## config.mk

```make
export PLATFORM = sky130hd
export DESIGN_NAME = rx_serdes_top
export DESIGN_NICKNAME = d
export VERILOG_FILES = /design/src/rx_serdes_pkg.sv /design/src/rx_input_stage.sv /design/src/rx_deserializer.sv /design/src/rx_word_capture.sv /design/src/rx_serdes_top.sv
export SDC_FILE = /design/constraint.sdc
export NUM_CORES = 1
export LEC_CHECK = 0
export BUFFER_PORTS_ARGS = -buffer_cell sky130_fd_sc_hd__buf_4
export CAP_MARGIN = 20
export CORE_MARGIN = 2
export CORE_UTILIZATION = 51
export CTS_CLUSTER_DIAMETER = 120
export DETAILED_ROUTE_END_ITERATION = 8
export PLACE_DENSITY = 0.78
export SLEW_MARGIN = 20
export SYNTH_ARGS = -nofsm -noshare
export SYNTH_HDL_FRONTEND = slang
export SYNTH_SLANG_ARGS = --single-unit
```

## constraint.sdc

```tcl
create_clock -name fabric_clk_div -period 1.81 [get_ports fabric_clk_div]
set_clock_uncertainty 0.15 [all_clocks]
set_input_delay 0.0905 -clock fabric_clk_div [delete_from_list [all_inputs] [get_ports fabric_clk_div]]
set_output_delay 0.0905 -clock fabric_clk_div [all_outputs]
set_load 0.005 [all_outputs]
```

## src/rx_serdes_pkg.sv

```systemverilog
//**************************************************
// RX serdes shared definitions
// Word framing, input delay depth, post-reset settle
// count and the bit and word structs between stages
//**************************************************
package rx_serdes_pkg;

    //**************************************************
    // Word framing
    //**************************************************
    localparam int unsigned word_width = 3;               // Bits per word, at least 2
    localparam int unsigned cnt_width  = $clog2(word_width); // Bit counter width
    localparam logic [cnt_width-1:0] cnt_last =
        cnt_width'(word_width - 1);                        // Count of last bit in a word

    //**************************************************
    // Input conditioning
    //**************************************************
    localparam int unsigned dly_taps = 2;                  // Fixed delay stages

    //**************************************************
    // Post-reset settle
    //**************************************************
    localparam int unsigned settle_width = 8;              // Settle counter width
    localparam logic [settle_width-1:0] settle_max =
        settle_width'(255);                                // All ones, ready from here

    // Conditioned serial bit, one per clock
    typedef struct packed {
        logic bit_val;                                     // Serial data bit
        logic bit_en;                                      // Active high enable
    } rx_bit_t;

    // Deserialized word with its strobe
    typedef struct packed {
        logic [word_width-1:0] data;                       // MSB is first bit received
        logic                  valid;                      // One cycle per word
    } rx_word_t;

endpackage

```

## src/rx_input_stage.sv

```systemverilog
//**************************************************
// RX input stage
// Two-flop synchronizer on the data and enable pins
// followed by a fixed register delay chain
//**************************************************
`timescale 1ns/10ps

module rx_input_stage (
    input  logic                   fabric_clk_div,
    input  logic                   reset_buf_n,
    input  logic                   data_i,
    input  logic                   enable_n,
    output rx_serdes_pkg::rx_bit_t bit_out
);

    logic                   data_meta_q;                   // First flop, data pin
    logic                   en_meta_n_q;                   // First flop, raw active low enable
    rx_serdes_pkg::rx_bit_t sync_q;                        // Second flop, enable now active high
    rx_serdes_pkg::rx_bit_t dly_q [rx_serdes_pkg::dly_taps]; // Fixed delay chain

    //**************************************************
    // Synchronizer
    //**************************************************
    always_ff @(posedge fabric_clk_div or negedge reset_buf_n) begin
        if (!reset_buf_n) begin
            data_meta_q <= 1'b0;
            en_meta_n_q <= 1'b1;                           // Pin idle level, disabled
            sync_q      <= '0;
        end else begin
            data_meta_q    <= data_i;
            en_meta_n_q    <= enable_n;
            sync_q.bit_val <= data_meta_q;
            sync_q.bit_en  <= ~en_meta_n_q;                // Flip to active high
        end
    end

    //**************************************************
    // Fixed delay chain
    //**************************************************
    // Data and enable travel together so they stay aligned
    always_ff @(posedge fabric_clk_div or negedge reset_buf_n) begin
        if (!reset_buf_n) begin
            for (int i = 0; i < rx_serdes_pkg::dly_taps; i++) begin
                dly_q[i] <= '0;                            // Cleared and disabled
            end
        end else begin
            dly_q[0] <= sync_q;                            // Head of chain
            for (int i = 1; i < rx_serdes_pkg::dly_taps; i++) begin
                dly_q[i] <= dly_q[i-1];                    // One clock per tap
            end
        end
    end

    assign bit_out = dly_q[rx_serdes_pkg::dly_taps-1];     // Tail of chain

endmodule

```

## src/rx_deserializer.sv

```systemverilog
//**************************************************
// RX deserializer
// Shifts enabled bits in MSB first and strobes each
// completed word for one clock
//**************************************************
`timescale 1ns/10ps

module rx_deserializer (
    input  logic                    fabric_clk_div,
    input  logic                    reset_buf_n,
    input  rx_serdes_pkg::rx_bit_t  bit_in,
    output rx_serdes_pkg::rx_word_t word_out
);

    logic [rx_serdes_pkg::word_width-2:0] shift_q;        // Bits of the word so far
    logic [rx_serdes_pkg::word_width-1:0] shift_d;        // Word including current bit
    logic [rx_serdes_pkg::cnt_width-1:0]  cnt_q;          // Bits taken in current word
    logic                                 last_bit;       // Current bit closes the word
    rx_serdes_pkg::rx_word_t              word_q;         // Registered word and strobe

    //**************************************************
    // Next shift value
    //**************************************************
    assign shift_d  = {shift_q, bit_in.bit_val};          // MSB first
    assign last_bit = bit_in.bit_en && (cnt_q == rx_serdes_pkg::cnt_last);

    //**************************************************
    // Shift register and bit counter
    //**************************************************
    // Disabled cycles hold everything, framing only
    // moves on enabled bits
    always_ff @(posedge fabric_clk_div or negedge reset_buf_n) begin
        if (!reset_buf_n) begin
            shift_q <= '0;
            cnt_q   <= '0;                                // First enabled bit starts a word
        end else if (bit_in.bit_en) begin
            shift_q <= shift_d[rx_serdes_pkg::word_width-2:0];
            if (last_bit) begin
                cnt_q <= '0;                              // Wrap for next word
            end else begin
                cnt_q <= cnt_q + 1'b1;
            end
        end
    end

    //**************************************************
    // Word output register
    //**************************************************
    always_ff @(posedge fabric_clk_div or negedge reset_buf_n) begin
        if (!reset_buf_n) begin
            word_q <= '0;
        end else begin
            word_q.valid <= last_bit;                     // Single clock strobe
            if (last_bit) begin
                word_q.data <= shift_d;                   // Completed word
            end
        end
    end

    assign word_out = word_q;

endmodule

```

## src/rx_word_capture.sv

```systemverilog
//**************************************************
// RX word capture
// Waits a fixed settle time after reset, then holds
// the last valid word on the parallel output
//**************************************************
`timescale 1ns/10ps

module rx_word_capture (
    input  logic                                 fabric_clk_div,
    input  logic                                 reset_buf_n,
    input  rx_serdes_pkg::rx_word_t              word_in,
    output logic [rx_serdes_pkg::word_width-1:0] data_o,
    output logic                                 ready
);

    logic [rx_serdes_pkg::settle_width-1:0] settle_q;     // Clocks since reset release
    logic                                   settled;      // Counter at its limit

    //**************************************************
    // Settle counter
    //**************************************************
    // Stands in for the lock wait, saturates at the limit
    assign settled = (settle_q == rx_serdes_pkg::settle_max);

    always_ff @(posedge fabric_clk_div or negedge reset_buf_n) begin
        if (!reset_buf_n) begin
            settle_q <= '0;
        end else if (!settled) begin
            settle_q <= settle_q + 1'b1;                  // One step per clock
        end
    end

    assign ready = settled;                               // Level, stays high until reset

    //**************************************************
    // Output word register
    //**************************************************
    // Words before ready are dropped, newer words
    // overwrite the held one
    always_ff @(posedge fabric_clk_div or negedge reset_buf_n) begin
        if (!reset_buf_n) begin
            data_o <= '0;
        end else if (word_in.valid && settled) begin
            data_o <= word_in.data;                       // Take strobed word
        end
    end

endmodule

```

## src/rx_serdes_top.sv

```systemverilog
//**************************************************
// RX serdes top level
// Input conditioning, deserializer and word capture
// on the single fabric clock
//**************************************************
`timescale 1ns/10ps

module rx_serdes_top (
    input  logic                                 fabric_clk_div,
    input  logic                                 reset_buf_n,
    input  logic                                 data_i,      // Serial data pin
    input  logic                                 enable_n,    // Active low enable pin
    output logic [rx_serdes_pkg::word_width-1:0] data_o,      // Last captured word
    output logic                                 ready        // Settle time elapsed
);

    rx_serdes_pkg::rx_bit_t  rx_bit;                          // Conditioned bit stream
    rx_serdes_pkg::rx_word_t rx_word;                         // Word and its strobe

    //**************************************************
    // Input conditioning
    //**************************************************
    rx_input_stage input_stage (
        .fabric_clk_div (fabric_clk_div),
        .reset_buf_n    (reset_buf_n),
        .data_i         (data_i),
        .enable_n       (enable_n),
        .bit_out        (rx_bit)
    );

    //**************************************************
    // Deserializer
    //**************************************************
    rx_deserializer deserializer (
        .fabric_clk_div (fabric_clk_div),
        .reset_buf_n    (reset_buf_n),
        .bit_in         (rx_bit),
        .word_out       (rx_word)
    );

    //**************************************************
    // Word capture
    //**************************************************
    rx_word_capture word_capture (
        .fabric_clk_div (fabric_clk_div),
        .reset_buf_n    (reset_buf_n),
        .word_in        (rx_word),
        .data_o         (data_o),
        .ready          (ready)
    );

endmodule

```

# After elaboration in Yosys (flattened, before gate mapping)
# Index checks and enable logic that the tools add are counted.
op_classes:
  n_eq_ne: 2
  add_sub_neg: 2
  reduce_logical: 2
  n_mux: 1
  bitwise_logic: 1
ops:
  columns: ["cell", "n"]
  rows:
  - ["$add A8 B1 Y8 const B", 1]
  - ["$eq A8 B8 Y1 const B", 1]
  - ["$add A2 B1 Y2 const B", 1]
  - ["$eq A2 B2 Y1 const B", 1]
  - ["$logic_and A1 B1 Y1", 2]
  - ["$mux W2", 1]
  - ["$not A1 Y1", 1]
totals:
  inputBits: 4
  ff_bits: 27
  out_inout_bits: 4
  wordCells: 22

# Depth between registers and ports, before layout
# Gate-level depths: netlist (run 1).
logic_depth:
  ltp_word: 3
  depth_mapped: 4
  ltp_nobuf: 4

# Modules after synthesis
# A second synthesis (run 1) with hierarchy kept.
unflattened:
  cells_unflattened: 75
  hier_area_um2: 1087.3
by_module_without_submodules:
  columns: ["mod", "seq_area_each_um2", "cells_each", "n_inst", "area_each_um2"]
  rows:
  - ["rx_word_capture", 275.3, 45, 1, 546.8]
  - ["rx_deserializer", 200.2, 19, 1, 320.3]
  - ["rx_input_stage", 201.4, 11, 1, 220.2]

# Worst setup path after synthesis (run 1)
# Ideal clock, no wire load.
synth_timing:
  path_kind: "register to register"
  startpoint: "reg word_capture.settle_q[0] (netlist bit)"
  endpoint: "reg word_capture.data_o[0] (netlist bit)"
  t_arrival_ns: 1.273
  path_slack_ns: 0.262
  setup_ns: 0.125
  required_time_ns: 1.535
  stages_incl_launch_ff: 5
  cell_sequence: "dfrtp_1 ha_1 and3_2 nand3_4 mux2_4"
synth_via:
  elab_chain_len: 2
synth_rtl:
  columns: ["item", "line", "source"]
  rows:
  - ["start, declared", "rx_word_capture.sv:16", "logic [rx_serdes_pkg::settle_width-1:0] settle_q;"]
  - ["start signal, assigned", "rx_word_capture.sv:29", "settle_q <= settle_q + 1'b1;"]
  - ["$eq A8 B8 Y1", "rx_word_capture.sv:23", "assign settled = (settle_q == rx_serdes_pkg::settle_max);"]
  - ["$logic_and A1 B1 Y1", "rx_word_capture.sv:43", "end else if (word_in.valid && settled) begin"]
  - ["end signal, assigned", "rx_word_capture.sv:44", "data_o <= word_in.data;"]
  - ["end, declared", "rx_word_capture.sv:12", "output logic [rx_serdes_pkg::word_width-1:0] data_o,"]
# No other way between the ends.
# A chain may end at the register's enable or synchronous reset.

# Worst setup path in the final report (run 1)
layout_timing:
  startpoint: "reg word_capture.settle_q[0] (netlist bit)"
  endpoint: "out ready"
layout_via:
  elab_chain_len: 1
layout_rtl:
  columns: ["item", "line", "source"]
  rows:
  - ["$eq A8 B8 Y1", "rx_word_capture.sv:23", null]
  - ["end, declared", "rx_serdes_top.sv:14", "output logic ready"]
# No other way between the ends.

==> results of run 1 <==
synth_stat cells, drive strengths merged (2+ instances only):
cell	instances
a21oi	3
a31oi	2
and4	2
dfrtp	26
inv	3
mux2	11
nand2	3
nand3	3
nand4	2
nor2	6
xnor2	2
metrics by stage:
stage	instances	instance area (sq um)	utilization
4_1_cts	112	1160	0.605
6_report	112	1170	0.611
3_5_place_dp	105	1110	0.576
3_3_place_gp	105	1110	0.576
5_1_grt	112	1170	0.611
2_1_floorplan	72	1020	-
final cells by class:
cell class	count	area [sq um]	area share
repair buffers	10	82.6	0.0703
flip-flops and latches	27	677	0.576
clock buffers	4	26.3	0.0224
well taps	27	33.8	0.0288
inverters	3	11.3	0.00958
multi-input cells	41	344	0.293
flip-flops by register name, summed over array words and instances (netlist names):
register                 flops
word_capture.settle_q        8
input_stage.en_meta_n_q      1
input_stage.bit_out          2
input_stage.dly_q            2
deserializer.shift_q         2
word_capture.data_o          3
input_stage.data_meta_q      1
deserializer.word_out        4
deserializer.cnt_q           2
input_stage.sync_q           2
worst max-delay path: stages, from the launching register on:
cell	delay, ns
dfrtp_1	0.42
ha_2	0.25
nand3_2	0.14
nor2_4	0.16
buf_4	0.12
kinds of logic (layout without fill, tap and decap cells):
kind of cell / after synthesis / after routing / share of synthesized area
AO/OA/AOI/OAI: 8 / 8 / 0.0476
flip-flops: 27 / 27 / 0.661
multiplexers: 11 / 11 / 0.132
XOR/XNOR: 2 / 2 / 0.0171
AND/OR/NAND/NOR: 19 / 19 / 0.115
buffers and inverters: 4 / 17 / 0.0159
adder cells (fa/ha/maj): 1 / 1 / 0.0122
where the power goes:
| part | internal, mW | switching (mW) | total, mW |
|---|---|---|---|
| clock | 0.0860 | 0.165 | 0.251 |
| combinational | 0.0687 | 0.0418 | 0.110 |
| sequential | 0.678 | 0.0466 | 0.725 |
worst paths after layout:
path,slack [ns],to,cells after the start
max,0.16,ready,4
min,0.05,word_capture.settle_q[5],2
max reg2reg,0.22,word_capture.data_o[0],4
min reg2reg,0.22,input_stage.dly_q[2],0
max in group asynchronous,1.17,input_stage.en_meta_n_q,2
min in group fabric_clk_div,0.22,input_stage.dly_q[2],0
routing by layer:
layer | global-route usage | vias to the layer above | part of all wire
li1 | - | 279 | -
met1 | 0.188 | 280 | 0.47
met2 | 0.221 | 9 | 0.49
met3 | 0.0337 | 4 | 0.033
met4 | 0.0810 | 0 | 0.013
met5 | 0 | - | 0
what timing repair did:
| action | 4_1_cts | 5_1_grt |
|---|---|---|
| gates resized for setup | 0 | 3 |
| setup endpoints to repair | 0 | 1 |
| hold endpoints to repair | 29 | 0 |
| hold buffers | 3 | 0 |
==> flow_summary.toml, run 1 <==
[synthesis]
yosysUniqueCellTypes = 24
synth_seq_cells = 27
syn-instance-count = 72
syn_nets = 77
synth_area_leaders = "dfrtp_1 63%, mux2_2 8.8%, mux2_4 4.4%"
synth.avg_cell_area_sq_um = 14.2
yosysTopAreaCell = "dfrtp_1"
synthFlopType = "dfrtp_1"
synth_edf_count = 0
ys_seq_area_frac = 0.661
async_reset_ff_frac = 1.00
yosysWarnings = 0
yosysTopAreaCellShare = 0.635
synth_area_sq_um = 1020

[setup_path]
critPathKind = "reg2out"
critPathRequiredTime_ns = 1.57
reg2reg_from = "word_capture.settle_q[0]"
crit_fanout = 5
startpoint_type = "flop"
cp-end-kind = "primary output"
worstPathArrival_ns = 1.41
crit_path_start = "word_capture.settle_q[0]"

[clock_tree]
cts_setup_buffers = 0
cts_tree = "built"
cts_htree_levels = 1
cts_made_buffers = 3
insertion_delay_ns = 0.31
cts_buffer_depth = 2
cts_sinks = 27
clk_pin_slew_ns = 0.13
clockRootBuffer = "clkbuf_4"

[layout]
area_delta_synth_final_pct = 14.7
fill_cells = 170
layout_common_cells = "26 x dfrtp_1, 8 x mux2_2, 7 x buf_4"
n_antenna_cell = 0
layout_commonest_cell = "dfrtp_1"
final_nets = 91
drive_above_1_share = 0.329

[routing]
dr.pass1.iters = 3
ant_nets = 0
viasPerCell = 5.11
wl_per_cell_microns = 12.6
first_iter_violations = 8
via_count = 572
wirelength_mm = 1.42
drc_errors = 0

[grt]
grt_max_degree = 28
grt_pass1_vias = 602
antenna_found_initial = 0
grt_overflow = 0
grt_use_total = 0.144
grt_pass1_wl_mm = 2.59

[floorplan]
die_width_microns = 48.8
initial_core_util = 0.533
dieArea_sq_um = 2380
coreArea_sq_um = 1920
io_pins = 8
placement_rows = 16
die_y_microns = 48.8

[timing]
fmax_ghz = 0.606
setup_ws_ns = 0.161
fin_crit_ns = 1.65
hold_slack_ns = 0.0545
finalHoldViolations = 0
slew_headroom = 0.785
drv_slew = 0
rsz0062_at_grt = "false"
post-route-period-util = 0.911
setup_tns_ns = 0
report.final.setup_viol = 0
tightest_slew_ns = 0.322

[pwr]
powerDensity_nw_per_um2 = 925
p_leak_nw = 0.528
ir_worst_vdd_mv = 0.645
total_power_mw = 1.09

[placement]
place_congestion = 0.749
post-dp-hpwl_microns = 946
place_ws_ns = 0.188
io_buffer_count = 7

[hold_path]
hold_class = "in2async"

[run_status]
run_status = "finished clean"

[flow_run]
cap_violations = 0
Power figures use the tool's default switching activity.
==> inputs of run 2 (changes only) <==
clock period = 1.56 ns   (was 1.81 ns; I/O delays follow)
==> run 2 against run 1 <==
Combinational power rose by 21%. First-iteration DRC count stayed put. Critical path depth stayed put. Worst hold slack got worse by 0.012 ns. Non-clock buffer count increased by 11. Worst setup slack got worse by 0.15 ns. Cell count increased by 9.8%. Power grew 16%. Clock-buffer cell count decreased by 1. Global-route usage up 0.16 points. Register-to-register slack got worse by 0.18 ns. Final area increased by 8.5%. Critical path type unchanged. Critical endpoint unchanged.
==> flow_summary.toml, run 2 (same netlist as run 1, synthesis figures left out) <==
[clock_tree]
cts_sinks = 27
cts_htree_levels = 1
cts_made_buffers = 3
cts_tree = "built"
clockRootBuffer = "clkbuf_4"
clk_pin_slew_ns = 0.14
insertion_delay_ns = 0.31
cts_buffer_depth = 2

[pwr]
ir_worst_vdd_mv = 0.803
p_leak_nw = 0.588
powerDensity_nw_per_um2 = 988
total_power_mw = 1.26

[timing]
hold_slack_ns = 0.0424
setup_ws_ns = 0.00765
fin_crit_ns = 1.55
tightest_slew_ns = 0.320
slew_headroom = 0.787
drv_slew = 0
report.final.setup_viol = 0
fmax_ghz = 0.644
rsz0062_at_grt = "true"
setup_tns_ns = 0
finalHoldViolations = 0
post-route-period-util = 0.995

[floorplan]
initial_core_util = 0.533
placement_rows = 16
dieArea_sq_um = 2380
die_y_microns = 48.8
die_width_microns = 48.8
coreArea_sq_um = 1920
io_pins = 8

[layout]
fin_cells = 123
design_area_sq_um = 1270
drive_above_1_share = 0.438
largest_reg_flops = 8
area_delta_synth_final_pct = 24.4
top_register = "word_capture.settle_q"
layout_common_cells = "24 x dfrtp_1, 17 x buf_4, 8 x mux2_2"
n_antenna_cell = 0
layout_commonest_cell = "dfrtp_1"
final_nets = 102
fill_cells = 146
final_util = 0.663

[placement]
post-dp-hpwl_mm = 1.02
io_buffer_count = 7
placed_area_sq_um = 1140
dp_cells = 109
place_congestion = 0.753
place_ws_ns = 0.00504

[grt]
grt_pass1_vias = 647
grt_use_total = 0.145
grt_pass1_wl_mm = 2.59
grt_overflow = 0
antenna_found_initial = 0
grt_max_degree = 28

[setup_path]
startpoint_type = "flop"
crit_path_start = "word_capture.settle_q[6]"
reg2reg_from = "word_capture.settle_q[1]"
worstPathArrival_ns = 1.32
cp-end-kind = "primary output"
critPathKind = "reg2out"
crit_fanout = 5
critPathRequiredTime_ns = 1.33
r2r_cells = 6

[run_status]
run_status = "finished clean"

[routing]
wl_per_cell_microns = 12.7
ant_nets = 0
via_count = 645
first_iter_violations = 8
wirelength_mm = 1.56
dr.pass1.iters = 4
drc_errors = 0
viasPerCell = 5.24

[hold_path]
hold_class = "in2async"

[flow_run]
cap_violations = 0
-- run 2: timing repair --
item / 4_1_cts / 5_1_grt
resized for setup: 3 / 4
pin swaps: 2 / 1
setup buffers: 4 / 3
setup endpoints to repair: 4 / 6
endpoints found under the hold margin: 29 / 0
hold buffers: 3 / 0
-- run 2: final timing paths --
check / to / slack, ns
min in group fabric_clk_div: input_stage.bit_out[1] / 0.21
min reg2reg: input_stage.bit_out[1] / 0.21
max in group asynchronous: input_stage.en_meta_n_q / 0.93
max reg2reg: word_capture.settle_q[5] / 0.04
min: word_capture.data_o[1] / 0.04
max: ready / 0.008
-- run 2: critical path: stages (launching register included) --
cell	delay (ns)
dfrtp_1	0.44
nand4_1	0.21
nor2_4	0.17
buf_4	0.12
buf_6	0.08
-- run 2: where the power goes --
group	leakage (nW)	switching [mW]	internal (mW)
Combinational	0.242	0.0525	0.0801
Sequential	0.329	0.0540	0.787
Clock	0.0177	0.190	0.0958
-- run 2: area by class of cell --
class / count / area (sq um) / share of cell area
well taps: 27 / 33.8 / 0.0265
clock buffers: 3 / 22.5 / 0.0177
inverters: 3 / 11.3 / 0.00883
flip-flops and latches: 27 / 679 / 0.533
repair buffers: 21 / 169 / 0.132
multi-input cells: 41 / 354 / 0.278
clock inverters: 1 / 5.00 / 0.00393
-- run 2: routing by layer --
metal	vias up	part of all wire	global-route usage
li1	304	-	-
met2	9	0.53	0.260
met5	-	0	0
met4	0	0.0032	0.0571
met1	330	0.44	0.166
met3	2	0.023	0.0368
==> inputs of run 3 (changes only) <==
==> constraint.sdc (replaced) <==
create_clock -name fabric_clk_div -period 1.56 [get_ports fabric_clk_div]
set_clock_uncertainty 0.15 [all_clocks]
set_input_delay 0.156 -clock fabric_clk_div [delete_from_list [all_inputs] [get_ports fabric_clk_div]]
set_output_delay 0.156 -clock fabric_clk_div [all_outputs]
set_load 0.005 [all_outputs]
==> run 3 against run 2 <==
The flow now finishes with violations (setup timing). Fmax decreased by 5.8%. Sequential cell count unchanged. Routed wire length rose by 7.0%. Largest power group unchanged.
==> flow_summary.toml, run 3 (same netlist as run 1, synthesis figures left out) <==
[layout]
drive_above_1_share = 0.455
area_delta_synth_final_pct = 28.1
top_register = "word_capture.settle_q"
layout_commonest_cell = "dfrtp_1"
fill_cells = 138
final_nets = 105
largest_reg_flops = 8
layout_common_cells = "24 x dfrtp_1, 19 x buf_4, 8 x mux2_2"
n_antenna_cell = 0
final_util = 0.683

[floorplan]
die_width_microns = 48.8
dieArea_sq_um = 2380
die_y_microns = 48.8
placement_rows = 16
initial_core_util = 0.533
io_pins = 8
coreArea_sq_um = 1920

[timing]
drv_slew = 0
slew_headroom = 0.779
rsz0062_at_grt = "true"
fmax_ghz = 0.607
fin_crit_ns = 1.65
setup_ws_ns = -0.0886
hold_slack_ns = 0.124
post-route-period-util = 1.06
finalHoldViolations = 0
report.final.setup_viol = 2
setup_tns_ns = -0.132
tightest_slew_ns = 0.331

[routing]
via_count = 663
ant_nets = 0
drc_errors = 0
wirelength_mm = 1.67
first_iter_violations = 13
viasPerCell = 5.26
wl_per_cell_microns = 13.2
dr.pass1.iters = 4

[run_status]
run_status = "finished with violations"
violations = "setup timing"

[grt]
grt_pass1_vias = 640
antenna_found_initial = 0
grt_pass1_wl_mm = 2.65
grt_use_total = 0.147
grt_overflow = 0
grt_max_degree = 28

[clock_tree]
clockRootBuffer = "clkbuf_4"
clk_pin_slew_ns = 0.14
cts_made_buffers = 3
cts_sinks = 27
cts_tree = "built"
cts_buffer_depth = 2
insertion_delay_ns = 0.31
cts_htree_levels = 1

[placement]
place_congestion = 0.753
io_buffer_count = 7
place_ws_ns = 0.00504
post-dp-hpwl_mm = 1.02

[setup_path]
crit_fanout = 5
cp_slowest_stage_delay_ns = 0.45
worstPathArrival_ns = 1.34
startpoint_type = "flop"
critPathRequiredTime_ns = 1.25
r2r_cells = 5
critPathKind = "reg2out"
rrSetupSlack_ns = -0.04
cp_slowest_cell = "dfrtp_1"
cp-end-kind = "primary output"
path_cells = "nand4_1 > nor2_4 > buf_4 > buf_6"

[pwr]
powerDensity_nw_per_um2 = 959
p_leak_nw = 0.603
ir_worst_vdd_mv = 0.801

[flow_run]
cap_violations = 0

[hold_path]
hold_class = "in2async"
-- run 3: area by class of cell --
type | instances | area [sq um] | area share
Clock buffer | 3 | 22.5 | 0.0172
Tap cell | 27 | 33.8 | 0.0257
Clock inverter | 1 | 5.00 | 0.00381
Timing Repair Buffer | 24 | 195 | 0.149
Sequential cell | 27 | 679 | 0.518
Inverter | 3 | 11.3 | 0.00858
Multi-Input combinational cell | 41 | 365 | 0.278
-- run 3: what timing repair did --
action                                  in CTS  in global routing
hold buffers                                 3                  0
buffers inserted                             5                  5
pin swaps                                    3                  1
resized for setup                            5                  5
endpoints found under the hold margin       29                  0
endpoints found under the setup margin       4                  6
-- run 3: layer usage --
metal  GRT usage  up-vias  share of wire
met4      0.0571        0         0.0030
met5           0        -              0
met1       0.176      334           0.44
met3      0.0368        2          0.035
met2       0.256       19           0.52
li1            -      308              -
-- run 3: worst paths after layout --
path,from,end
worst min-delay path,reset_buf_n,word_capture.data_o[1]
max in group asynchronous,reset_buf_n,input_stage.en_meta_n_q
worst max register to register,word_capture.settle_q[6],word_capture.settle_q[1]
worst max-delay path,word_capture.settle_q[6],ready
worst min register to register,input_stage.data_meta_q,input_stage.sync_q[1]
min in group fabric_clk_div,input_stage.data_meta_q,input_stage.sync_q[1]
-- run 3: through the flow --
stage	power [mW]	instance area (sq um)	std cells
finish	1.26	1310	126
global placement	0.968	1140	109
global route	1.35	1310	126
detailed placement	0.987	1140	109
CTS	1.27	1250	121
floorplan	0.934	1020	72
-- run 3: worst max-delay path: cells and delay by family, from the launching register on --
kind | cells | cell delay (ns)
flops | 1 | 0.45
simple gates | 2 | 0.38
buf+inv | 2 | 0.20
-- run 3: power breakdown --
part / switching (mW) / internal [mW]
combinational: 0.0528 / 0.0796
sequential: 0.0540 / 0.787
clock: 0.190 / 0.0958
